`src/logic/lsab_pkg.sv`:
```
package lsab_pkg;

  // ====================
  // Widths
  // ====================
  localparam int WORD_W       = 32;
  localparam int LEN_W        = 24;
  localparam int MAX_CHANNELS = 4;
  localparam int CHAN_W       = $clog2(MAX_CHANNELS);

  typedef enum logic [2:0] {
    PUSH_SEND   = 3'd0,
    POP_RECV    = 3'd1,
    SET_CTRL    = 3'd2,
    ACK_IRQ     = 3'd3,
    ACK_ERR     = 3'd4,
    READ_STATUS = 3'd5
  } lsab_op_t;

  typedef struct packed {
    logic [5:0]       rsvd;
    logic             run;                // Fires the run strobe for one cycle
    logic             dir;
    logic [LEN_W-1:0] len;
  } lsab_ctrl_t;

  // Same word seen as send data or as a control write
  typedef union packed {
    logic [WORD_W-1:0] data;
    lsab_ctrl_t        ctrl;
  } lsab_payload_u;

  // ====================
  // CPU side
  // ====================
  typedef struct packed {
    lsab_op_t          op;
    logic [CHAN_W-1:0] chan;
    lsab_payload_u     payload;
  } lsab_cmd_t;

  typedef struct packed {
    logic [CHAN_W-1:0] chan;
    logic              empty;             // Pop hit an empty receive queue
    logic [WORD_W-1:0] data;
  } lsab_rsp_t;

  typedef struct packed {
    logic        irq;
    logic        err;
    logic        rx_ovf;
    logic        tx_ovf;
    logic [11:0] rsvd;
    logic [7:0]  rx_count;
    logic [7:0]  tx_count;
  } lsab_status_t;

  // ====================
  // Device side
  // ====================
  typedef struct packed {
    logic              wr;
    logic [WORD_W-1:0] wr_data;
    logic              rd;
    logic              irq;
    logic              err;
  } dev_in_t;

  typedef struct packed {
    logic              dvalid;
    logic [WORD_W-1:0] data;
    logic              err_ack;
    logic [LEN_W-1:0]  len;
    logic              dir;
    logic              run;
  } dev_out_t;

endpackage

```
`src/logic/channel_fifo.sv`:
```
`timescale 1ns/1ps

module channel_fifo
  import lsab_pkg::*;
#(
  parameter int FIFO_DEPTH = 8
)
(
  input  logic              CPU_CLK,
  input  logic              RST,
  input  logic              push,
  input  logic [WORD_W-1:0] push_data,
  input  logic              pop,
  output logic [WORD_W-1:0] pop_data,
  output logic              empty,
  output logic              full,
  output logic [7:0]        count,
  output logic              dropped
);

  localparam int AW = (FIFO_DEPTH > 1) ? $clog2(FIFO_DEPTH) : 1;

  logic [WORD_W-1:0] mem [FIFO_DEPTH];
  logic [AW-1:0]     wr_ptr;
  logic [AW-1:0]     rd_ptr;
  logic              push_ok;
  logic              pop_ok;

  assign empty   = (count == 8'd0);
  assign full    = (count == 8'(FIFO_DEPTH));
  assign push_ok = push && !full;         // A pop in the same cycle does not make room
  assign pop_ok  = pop && !empty;
  assign dropped = push && full;

  // ====================
  // Storage
  // ====================
  always_ff @(posedge CPU_CLK)
  begin
    if (push_ok)
      mem[wr_ptr] <= push_data;
    if (pop_ok)
      pop_data <= mem[rd_ptr];             // Valid the cycle after the pop
  end

  // ====================
  // Pointers and count
  // ====================
  always_ff @(posedge CPU_CLK)
  begin
    if (!RST)
    begin
      wr_ptr <= '0;
      rd_ptr <= '0;
      count  <= 8'd0;
    end
    else
    begin
      if (push_ok)
        wr_ptr <= (wr_ptr == AW'(FIFO_DEPTH - 1)) ? '0 : wr_ptr + 1'b1;
      if (pop_ok)
        rd_ptr <= (rd_ptr == AW'(FIFO_DEPTH - 1)) ? '0 : rd_ptr + 1'b1;
      case ({push_ok, pop_ok})
        2'b10:   count <= count + 8'd1;
        2'b01:   count <= count - 8'd1;
        default: count <= count;           // Both or neither leave it unchanged
      endcase
    end
  end

  count_in_range: assert property (@(posedge CPU_CLK) disable iff (!RST)
    count <= 8'(FIFO_DEPTH))
    else $error("channel_fifo occupancy above depth");

endmodule

```
`src/logic/peripheral_channel.sv`:
```
`timescale 1ns/1ps

module peripheral_channel
  import lsab_pkg::*;
#(
  parameter int FIFO_DEPTH = 8
)
(
  input  logic              CPU_CLK,
  input  logic              RST,
  input  logic              push,
  input  logic              pop,
  input  logic              ctrl,
  input  logic              ack_irq,
  input  logic              ack_err,
  input  logic              status,
  input  lsab_payload_u     payload,
  input  dev_in_t           dev_in,
  output dev_out_t          dev_out,
  output logic [WORD_W-1:0] rsp_data,
  output logic              rsp_empty,
  output logic              irq
);

  logic [WORD_W-1:0] rx_pop_data;
  logic              rx_empty;
  logic [7:0]        rx_count;
  logic              rx_dropped;
  logic [WORD_W-1:0] tx_pop_data;
  logic              tx_empty;
  logic [7:0]        tx_count;
  logic              tx_dropped;

  logic              irq_q;
  logic              err_q;
  logic              rx_ovf_q;
  logic              tx_ovf_q;
  logic [LEN_W-1:0]  len_q;
  logic              dir_q;
  logic              run_q;
  logic              err_ack_q;
  logic              dvalid_q;
  logic              pop_empty_q;
  logic              status_q;
  lsab_status_t      status_now;
  lsab_status_t      status_word_q;

  // ====================
  // Queues
  // ====================
  channel_fifo #(.FIFO_DEPTH(FIFO_DEPTH)) u_rx_fifo (
    .CPU_CLK   (CPU_CLK),
    .RST       (RST),
    .push      (dev_in.wr),
    .push_data (dev_in.wr_data),
    .pop       (pop),
    .pop_data  (rx_pop_data),
    .empty     (rx_empty),
    .full      (),
    .count     (rx_count),
    .dropped   (rx_dropped)
  );

  channel_fifo #(.FIFO_DEPTH(FIFO_DEPTH)) u_tx_fifo (
    .CPU_CLK   (CPU_CLK),
    .RST       (RST),
    .push      (push),
    .push_data (payload.data),
    .pop       (dev_in.rd),
    .pop_data  (tx_pop_data),
    .empty     (tx_empty),
    .full      (),
    .count     (tx_count),
    .dropped   (tx_dropped)
  );

  always_comb
  begin
    status_now          = '0;
    status_now.irq      = irq_q;
    status_now.err      = err_q;
    status_now.rx_ovf   = rx_ovf_q;
    status_now.tx_ovf   = tx_ovf_q;
    status_now.rx_count = rx_count;
    status_now.tx_count = tx_count;
  end

  // ====================
  // Latches and control
  // ====================
  always_ff @(posedge CPU_CLK)
  begin
    if (!RST)
    begin
      irq_q       <= 1'b0;
      err_q       <= 1'b0;
      rx_ovf_q    <= 1'b0;
      tx_ovf_q    <= 1'b0;
      len_q       <= '0;
      dir_q       <= 1'b0;
      run_q       <= 1'b0;
      err_ack_q   <= 1'b0;
      dvalid_q    <= 1'b0;
      pop_empty_q <= 1'b0;
      status_q    <= 1'b0;
    end
    else
    begin
      irq_q       <= dev_in.irq | (irq_q & ~ack_irq);       // Set beats clear
      err_q       <= dev_in.err | (err_q & ~ack_err);
      rx_ovf_q    <= rx_dropped | (rx_ovf_q & ~status);
      tx_ovf_q    <= tx_dropped | (tx_ovf_q & ~status);
      run_q       <= ctrl & payload.ctrl.run;
      err_ack_q   <= ack_err;
      dvalid_q    <= dev_in.rd & ~tx_empty;
      pop_empty_q <= pop & rx_empty;
      status_q    <= status;
      if (ctrl)
      begin
        len_q <= payload.ctrl.len;
        dir_q <= payload.ctrl.dir;
      end
    end
  end

  always_ff @(posedge CPU_CLK)
  begin
    if (status)
      status_word_q <= status_now;         // Snapshot before the overflow flags clear
  end

  // ====================
  // Outputs
  // ====================
  assign rsp_data  = status_q    ? status_word_q :
                     pop_empty_q ? '0            : rx_pop_data;
  assign rsp_empty = pop_empty_q;
  assign irq       = irq_q;

  always_comb
  begin
    dev_out         = '0;
    dev_out.dvalid  = dvalid_q;
    dev_out.data    = tx_pop_data;
    dev_out.err_ack = err_ack_q;
    dev_out.len     = len_q;
    dev_out.dir     = dir_q;
    dev_out.run     = run_q;
  end

  // A run pulse ends unless another control write arrives
  run_single: assert property (@(posedge CPU_CLK) disable iff (!RST)
    (dev_out.run && !ctrl) |=> !dev_out.run)
    else $error("peripheral_channel run held longer than one cycle");

endmodule

```
`src/logic/lsab_hub.sv`:
```
`timescale 1ns/1ps

module lsab_hub
  import lsab_pkg::*;
#(
  parameter int NUM_CHANNELS = 4,
  parameter int RESET_HOLD   = 64
)
(
  input  logic                    CPU_CLK,
  input  logic                    RST,
  input  logic                    cmd_valid,
  input  lsab_cmd_t               cmd,
  output logic                    rsp_valid,
  output lsab_rsp_t               rsp,
  output logic                    ready,
  output logic [NUM_CHANNELS-1:0] push,
  output logic [NUM_CHANNELS-1:0] pop,
  output logic [NUM_CHANNELS-1:0] ctrl,
  output logic [NUM_CHANNELS-1:0] ack_irq,
  output logic [NUM_CHANNELS-1:0] ack_err,
  output logic [NUM_CHANNELS-1:0] status,
  output lsab_payload_u           payload,
  input  logic [WORD_W-1:0]       chan_rsp_data [NUM_CHANNELS],
  input  logic [NUM_CHANNELS-1:0] chan_rsp_empty,
  input  logic [NUM_CHANNELS-1:0] chan_irq,
  output logic                    irq
);

  localparam int HOLD_W = $clog2(RESET_HOLD + 1);

  logic [HOLD_W-1:0]       hold_cnt;
  logic                    accept;
  logic                    reply_due;
  logic [NUM_CHANNELS-1:0] chan_hot;
  logic [CHAN_W-1:0]       sel_q;

  // ====================
  // Reset hold
  // ====================
  always_ff @(posedge CPU_CLK)
  begin
    if (!RST)
    begin
      hold_cnt <= '0;
      ready    <= 1'b0;
    end
    else if (!ready)
    begin
      hold_cnt <= hold_cnt + 1'b1;
      if (hold_cnt == HOLD_W'(RESET_HOLD - 1))
        ready <= 1'b1;                     // Commands count from the next cycle on
    end
  end

  // ====================
  // Command decode
  // ====================
  assign accept    = cmd_valid && ready;
  assign reply_due = accept && (cmd.op == POP_RECV || cmd.op == READ_STATUS);

  always_comb
  begin
    chan_hot = '0;
    for (int i = 0; i < NUM_CHANNELS; i++)
      chan_hot[i] = accept && (cmd.chan == CHAN_W'(i));
  end

  assign push    = (cmd.op == PUSH_SEND)   ? chan_hot : '0;
  assign pop     = (cmd.op == POP_RECV)    ? chan_hot : '0;
  assign ctrl    = (cmd.op == SET_CTRL)    ? chan_hot : '0;
  assign ack_irq = (cmd.op == ACK_IRQ)     ? chan_hot : '0;
  assign ack_err = (cmd.op == ACK_ERR)     ? chan_hot : '0;
  assign status  = (cmd.op == READ_STATUS) ? chan_hot : '0;
  assign payload = cmd.payload;            // Shared by every channel, qualified by the strobes

  // ====================
  // Reply
  // ====================
  always_ff @(posedge CPU_CLK)
  begin
    if (!RST)
      rsp_valid <= 1'b0;
    else
      rsp_valid <= reply_due;
  end

  always_ff @(posedge CPU_CLK)
  begin
    if (accept)
      sel_q <= cmd.chan;
  end

  always_comb
  begin
    rsp       = '0;
    rsp.chan  = sel_q;
    rsp.empty = chan_rsp_empty[sel_q];
    rsp.data  = chan_rsp_data[sel_q];
  end

  assign irq = ready & (|chan_irq);        // Stays low through the hold

  chan_in_range: assert property (@(posedge CPU_CLK) disable iff (!RST)
    (cmd_valid && ready) |-> (int'(cmd.chan) < NUM_CHANNELS))
    else $error("lsab_hub command addressed a missing channel");

endmodule

```
`src/logic/chip_top.sv`:
```
`timescale 1ns/1ps

module chip_top
  import lsab_pkg::*;
#(
  parameter int NUM_CHANNELS = 4,
  parameter int FIFO_DEPTH   = 8,
  parameter int RESET_HOLD   = 64
)
(
  input  logic      CPU_CLK,
  input  logic      RST,
  input  logic      cmd_valid,
  input  lsab_cmd_t cmd,
  output logic      rsp_valid,
  output lsab_rsp_t rsp,
  output logic      ready,
  output logic      irq,
  input  dev_in_t   dev_in  [NUM_CHANNELS],
  output dev_out_t  dev_out [NUM_CHANNELS]
);

  logic [NUM_CHANNELS-1:0] push;
  logic [NUM_CHANNELS-1:0] pop;
  logic [NUM_CHANNELS-1:0] ctrl;
  logic [NUM_CHANNELS-1:0] ack_irq;
  logic [NUM_CHANNELS-1:0] ack_err;
  logic [NUM_CHANNELS-1:0] status;
  lsab_payload_u           payload;
  logic [WORD_W-1:0]       chan_rsp_data [NUM_CHANNELS];
  logic [NUM_CHANNELS-1:0] chan_rsp_empty;
  logic [NUM_CHANNELS-1:0] chan_irq;

  lsab_hub #(
    .NUM_CHANNELS (NUM_CHANNELS),
    .RESET_HOLD   (RESET_HOLD)
  ) u_hub (
    .CPU_CLK        (CPU_CLK),
    .RST            (RST),
    .cmd_valid      (cmd_valid),
    .cmd            (cmd),
    .rsp_valid      (rsp_valid),
    .rsp            (rsp),
    .ready          (ready),
    .push           (push),
    .pop            (pop),
    .ctrl           (ctrl),
    .ack_irq        (ack_irq),
    .ack_err        (ack_err),
    .status         (status),
    .payload        (payload),
    .chan_rsp_data  (chan_rsp_data),
    .chan_rsp_empty (chan_rsp_empty),
    .chan_irq       (chan_irq),
    .irq            (irq)
  );

  // One channel per device
  for (genvar g = 0; g < NUM_CHANNELS; g++)
  begin : g_chan
    peripheral_channel #(.FIFO_DEPTH(FIFO_DEPTH)) u_chan (
      .CPU_CLK   (CPU_CLK),
      .RST       (RST),
      .push      (push[g]),
      .pop       (pop[g]),
      .ctrl      (ctrl[g]),
      .ack_irq   (ack_irq[g]),
      .ack_err   (ack_err[g]),
      .status    (status[g]),
      .payload   (payload),
      .dev_in    (dev_in[g]),
      .dev_out   (dev_out[g]),
      .rsp_data  (chan_rsp_data[g]),
      .rsp_empty (chan_rsp_empty[g]),
      .irq       (chan_irq[g])
    );
  end

endmodule

```
`config.mk`:
```
export PLATFORM = sky130hd
export DESIGN_NAME = chip_top
export DESIGN_NICKNAME = d
export VERILOG_FILES = /design/src/logic/lsab_pkg.sv /design/src/logic/channel_fifo.sv /design/src/logic/peripheral_channel.sv /design/src/logic/lsab_hub.sv /design/src/logic/chip_top.sv
export SDC_FILE = /design/constraint.sdc
export NUM_CORES = 2
export LEC_CHECK = 0
export ABC_AREA = 1
export BUFFER_PORTS_ARGS = -buffer_cell sky130_fd_sc_hd__buf_2
export CORE_AREA = 2 2 513 515
export CTS_BUF_LIST = sky130_fd_sc_hd__clkbuf_8 sky130_fd_sc_hd__clkbuf_16
export DETAILED_ROUTE_END_ITERATION = 12
export DIE_AREA = 0 0 515 517
export PLACE_DENSITY_LB_ADDON = 0.1
export SYNTH_ARGS = -nofsm -noshare
export SYNTH_HDL_FRONTEND = slang
export SYNTH_SLANG_ARGS = --single-unit
```
`constraint.sdc`:
```
create_clock -name CPU_CLK -period 5.1 [get_ports CPU_CLK]
set_clock_uncertainty 0.05 [all_clocks]
set_input_delay 0.765 -clock CPU_CLK [delete_from_list [all_inputs] [get_ports CPU_CLK]]
set_output_delay 0.765 -clock CPU_CLK [all_outputs]
set_load 0.05 [all_outputs]
```
==> impl_summary.md <==
Route
The post-detailed-routing wire length is roughly 300 mm. The final routed wire length divided by cell count is ~24 µm. The count of antenna-violating nets left after detailed routing is 0. In the routed design, unresolved DRC markers number 0. Using the TritonRoute via totals, the vias-per-cell ratio works out to 5.35. The via count is approximately 66,000. The first TritonRoute pass finished after 6 iterations. The first routing iteration left 5,706 violations.

Placed design
The detailed placer's ending HPWL is 181 mm. During placement, the flow inserted port buffers numbering between 400 and 500. The final RePlAce weighted congestion is 0.864. Counting tap cells, the placed design contains a total of 11,900 instances.

Synthesis
Measured against the total synthesized area, the mux share comes to 0. For this run, the number of Yosys warnings is 0. The share of synthesized cell area in and, or, nand and nor gates is 0.123. The largest family of logic cells by synthesized area is simple AND/OR/NAND/NOR gates. The number of distinct standard cells referenced by the synthesized netlist is 50. The fraction of registers with async set or reset after synthesis is 0. The mean instance size in the synthesized netlist is 12.4 µm².

Of the total synthesized cell area, the portion taken by full adders, half adders and majority gates is 0.0102. The post-synthesis net count is about 8,600. The share of the synthesized netlist area taken by xor and xnor gates is 0.00227. The count of state elements after synthesis is 2,643. Synthesis produced a netlist whose cell count is 8,356. The area fraction in compound gates after synthesis came to 0.0948. The top flip-flop cell by instance count after synthesis is sky130_fd_sc_hd__edfxtp_1. The count of flip-flops with a built-in enable after synthesis is roughly 2,400.

After synthesis the cells add up to 104,000 µm². The sequential element share of the synthesized area is 0.738.

Job
Max-cap violations in this run came to 0.

Critical path
The worst setup path is launched from a register. At the worst endpoint, the required time is 4.28 ns. The signal arrival time at the worst endpoint is ~3.8 ns. The maximum net fanout on the critical path is 21. The category of the critical setup timing path is register to output pin. STA classifies the critical path endpoint as an output pin.

Final layout
The number of fill cells in the layout is 23,600. The count of nets after finishing is between 9,000 and 10,000. The total area of multi-input combinational cells is 24,400 µm².

In the layout the commonest cells are sky130_fd_sc_hd__edfxtp_1 (2,386), sky130_fd_sc_hd__nor2_1 (1,878), sky130_fd_sc_hd__nand2_1 (1,163), sky130_fd_sc_hd__o21ai_0 (715), sky130_fd_sc_hd__o32ai_1 (512). The fraction of final layout cells with drive strength greater than 1 is 0.130. The register area is 76,900 µm². The number of non-filler instances in the completed layout is 12,400. From synthesis to final layout, the design area changed by 14.9%. The final core utilization is 0.458. The most common cell after layout, fill and taps aside is sky130_fd_sc_hd__edfxtp_1.

Timing
The count of pins over their slew limit is 0. The highest clock frequency the design can meet is 218 MHz. The number of hold-slack violations in the final timing report was 0. Setup repair after global routing left no endpoint under its margin. The final count of negative-setup-slack endpoints is 0. Across all hold checks on the routed design, the worst slack comes to 0.0692 ns.

The period utilization is 0.900. In this run the tightest slew margin relative to its limit is 0.186. The final critical path time including I/O delays and setup is 4.59 ns. At the pin with the least slew margin, the transition time is 1.22 ns. The sum of negative setup slack is 0 ns.

Power
The power after layout is 53.0 mW. In this run the power density over the cells is approximately 440 nW/µm². The worst-case vdd ir drop is between 0.0003 and 0.0004 V. For this design the static power due to leakage is 42.9 nW.

Global route
Global routing finished with a remaining overflow of 0. The number of global-route vias before repair is around 64,000. Entering global routing, the biggest net connects 105 pins. The wire length of the first global-routing pass is roughly 430 mm. The global-route total usage across every layer is 0.218. The initial antenna violation count was 60.

Die
The initial core utilization is 0.398. The horizontal die dimension is 515 µm. The height of the die is 517 µm. The area of the die is ~270,000 µm². In this run the core area contains 188 standard-cell rows. The number of placed I/O pins is 462.

In this run the standard cell core region covers between 200,000 and 300,000 µm².

CTS
The number of gates resized after CTS was 0. The maximum level of the CTS H-tree is 5. The clock-pin slew of the registers on the worst-case setup and hold paths is 0.06 ns. The TritonCTS clock tree is built. The sink count of the clock tree is 2,643. The later-pin clock latency in the skew report is 0.85 ns. CTS placed an instance of sky130_fd_sc_hd__clkbuf_16 at the clock tree root. The worst-case clock buffer depth is 4. TritonCTS created 299 clock buffers.

Run status
The run finished with clean final reports.

Min path
The worst hold path belongs to the class input pin to register.
## cell usage after synthesis (18+ instances only)
cell type,number,share of area
sky130_fd_sc_hd__o21ai_0,715,0.034
sky130_fd_sc_hd__nand2_1,1163,0.042
sky130_fd_sc_hd__o32ai_1,512,0.043
sky130_fd_sc_hd__buf_1,42,0.0015
sky130_fd_sc_hd__a22o_1,18,0.0015
sky130_fd_sc_hd__a22oi_1,32,0.0023
sky130_fd_sc_hd__buf_2,129,0.0062
sky130_fd_sc_hd__buf_4,36,0.0026
sky130_fd_sc_hd__ha_1,77,0.0093
sky130_fd_sc_hd__edfxtp_1,2386,0.69
sky130_fd_sc_hd__nand3_1,122,0.0059
sky130_fd_sc_hd__inv_1,260,0.0094
sky130_fd_sc_hd__clkbuf_1,291,0.011
sky130_fd_sc_hd__xor2_1,18,0.0015
sky130_fd_sc_hd__dfxtp_1,257,0.049
sky130_fd_sc_hd__a21oi_1,186,0.0089
sky130_fd_sc_hd__nor2_1,1943,0.070
## routing by layer
layer / GRT usage / share of wire / routed length [µm] / vias up
met1: 0.289 / 0.43 / 128000 / 33100
li1: - / - / - / 30900
met5: 0 / 0.0014 / 406 / -
met3: 0.0358 / 0.054 / 16000 / 537
met4: 0.0777 / 0.036 / 10800 / 66
met2: 0.361 / 0.48 / 143000 / 1825
## cell families (layout without fill, tap and decap cells)
family | Yosys count | after routing
compound gates | 1531 | 1531
fa+ha+maj | 82 | 82
buf+inv | 776 | 1406
simple gates | 3297 | 3297
xor+xnor | 27 | 27
flops | 2643 | 2643
other cells | 0 | 10
## registers in the layout (all words and copies together) (netlist names), 32 cells and up
signal	flops
g_chan.u_chan.u_rx_fifo.mem	1024
g_chan.u_chan.u_tx_fifo.mem	1024
g_chan.u_chan.u_rx_fifo.pop_data	128
g_chan.u_chan.u_tx_fifo.pop_data	128
g_chan.u_chan.len_q	96
g_chan.u_chan.status_word_q	80
g_chan.u_chan.u_rx_fifo.count	32
g_chan.u_chan.u_tx_fifo.count	32
## report_power, final
group | internal, mW | switching, mW | leakage [nW]
logic | 1.73 | 5.01 | 14.2
registers | 24.6 | 0.690 | 23.8
clock network | 12.3 | 8.65 | 4.93
total | 38.7 | 14.4 | 42.9
## timing repair
item,in CTS,in global routing
buffers inserted,0,0
hold buffers,1,0
hold endpoints to repair,1,0
## stage by stage
step                area, µm²  setup slack [ns]
floorplan              104000              1.48
global placement       110000              1.09
detailed placement     110000              1.08
CTS                    120000             0.525
global route           120000             0.429
finish                 120000             0.509
## critical path: stages, from the launching register on
cell and delay (ns):
sky130_fd_sc_hd__dfxtp_1 0.56, sky130_fd_sc_hd__nor2_2 0.68, sky130_fd_sc_hd__buf_4 0.32, sky130_fd_sc_hd__a21oi_1 0.09, sky130_fd_sc_hd__o31ai_1 0.84, sky130_fd_sc_hd__buf_2 0.42
## area by class of cell
class,count,area share
Inverter,271,0.00871
Clock buffer,319,0.0655
Timing Repair Buffer,605,0.0284
Sequential cell,2643,0.643
Tap cell,3420,0.0358
Clock inverter,211,0.0141
Antenna cell,10,0.000209
Multi-Input combinational cell,4937,0.204
## path summary, 6_finish.rpt
path | startpoint | end | slack (ns) | cells after the start
max | g_chan[1].u_chan.status_q | rsp[14] | 0.51 | 5
min | dev_in[0] | g_chan[3].u_chan.err_q | 0.07 | 3
max reg2reg | u_hub.ready | g_chan[0].u_chan.u_rx_fifo.count[6] | 1.49 | 17
min reg2reg | g_chan[2].u_chan.tx_ovf_q | g_chan[2].u_chan.status_word_q[28] | 0.38 | 0
(Power assumes the default switching activity.)
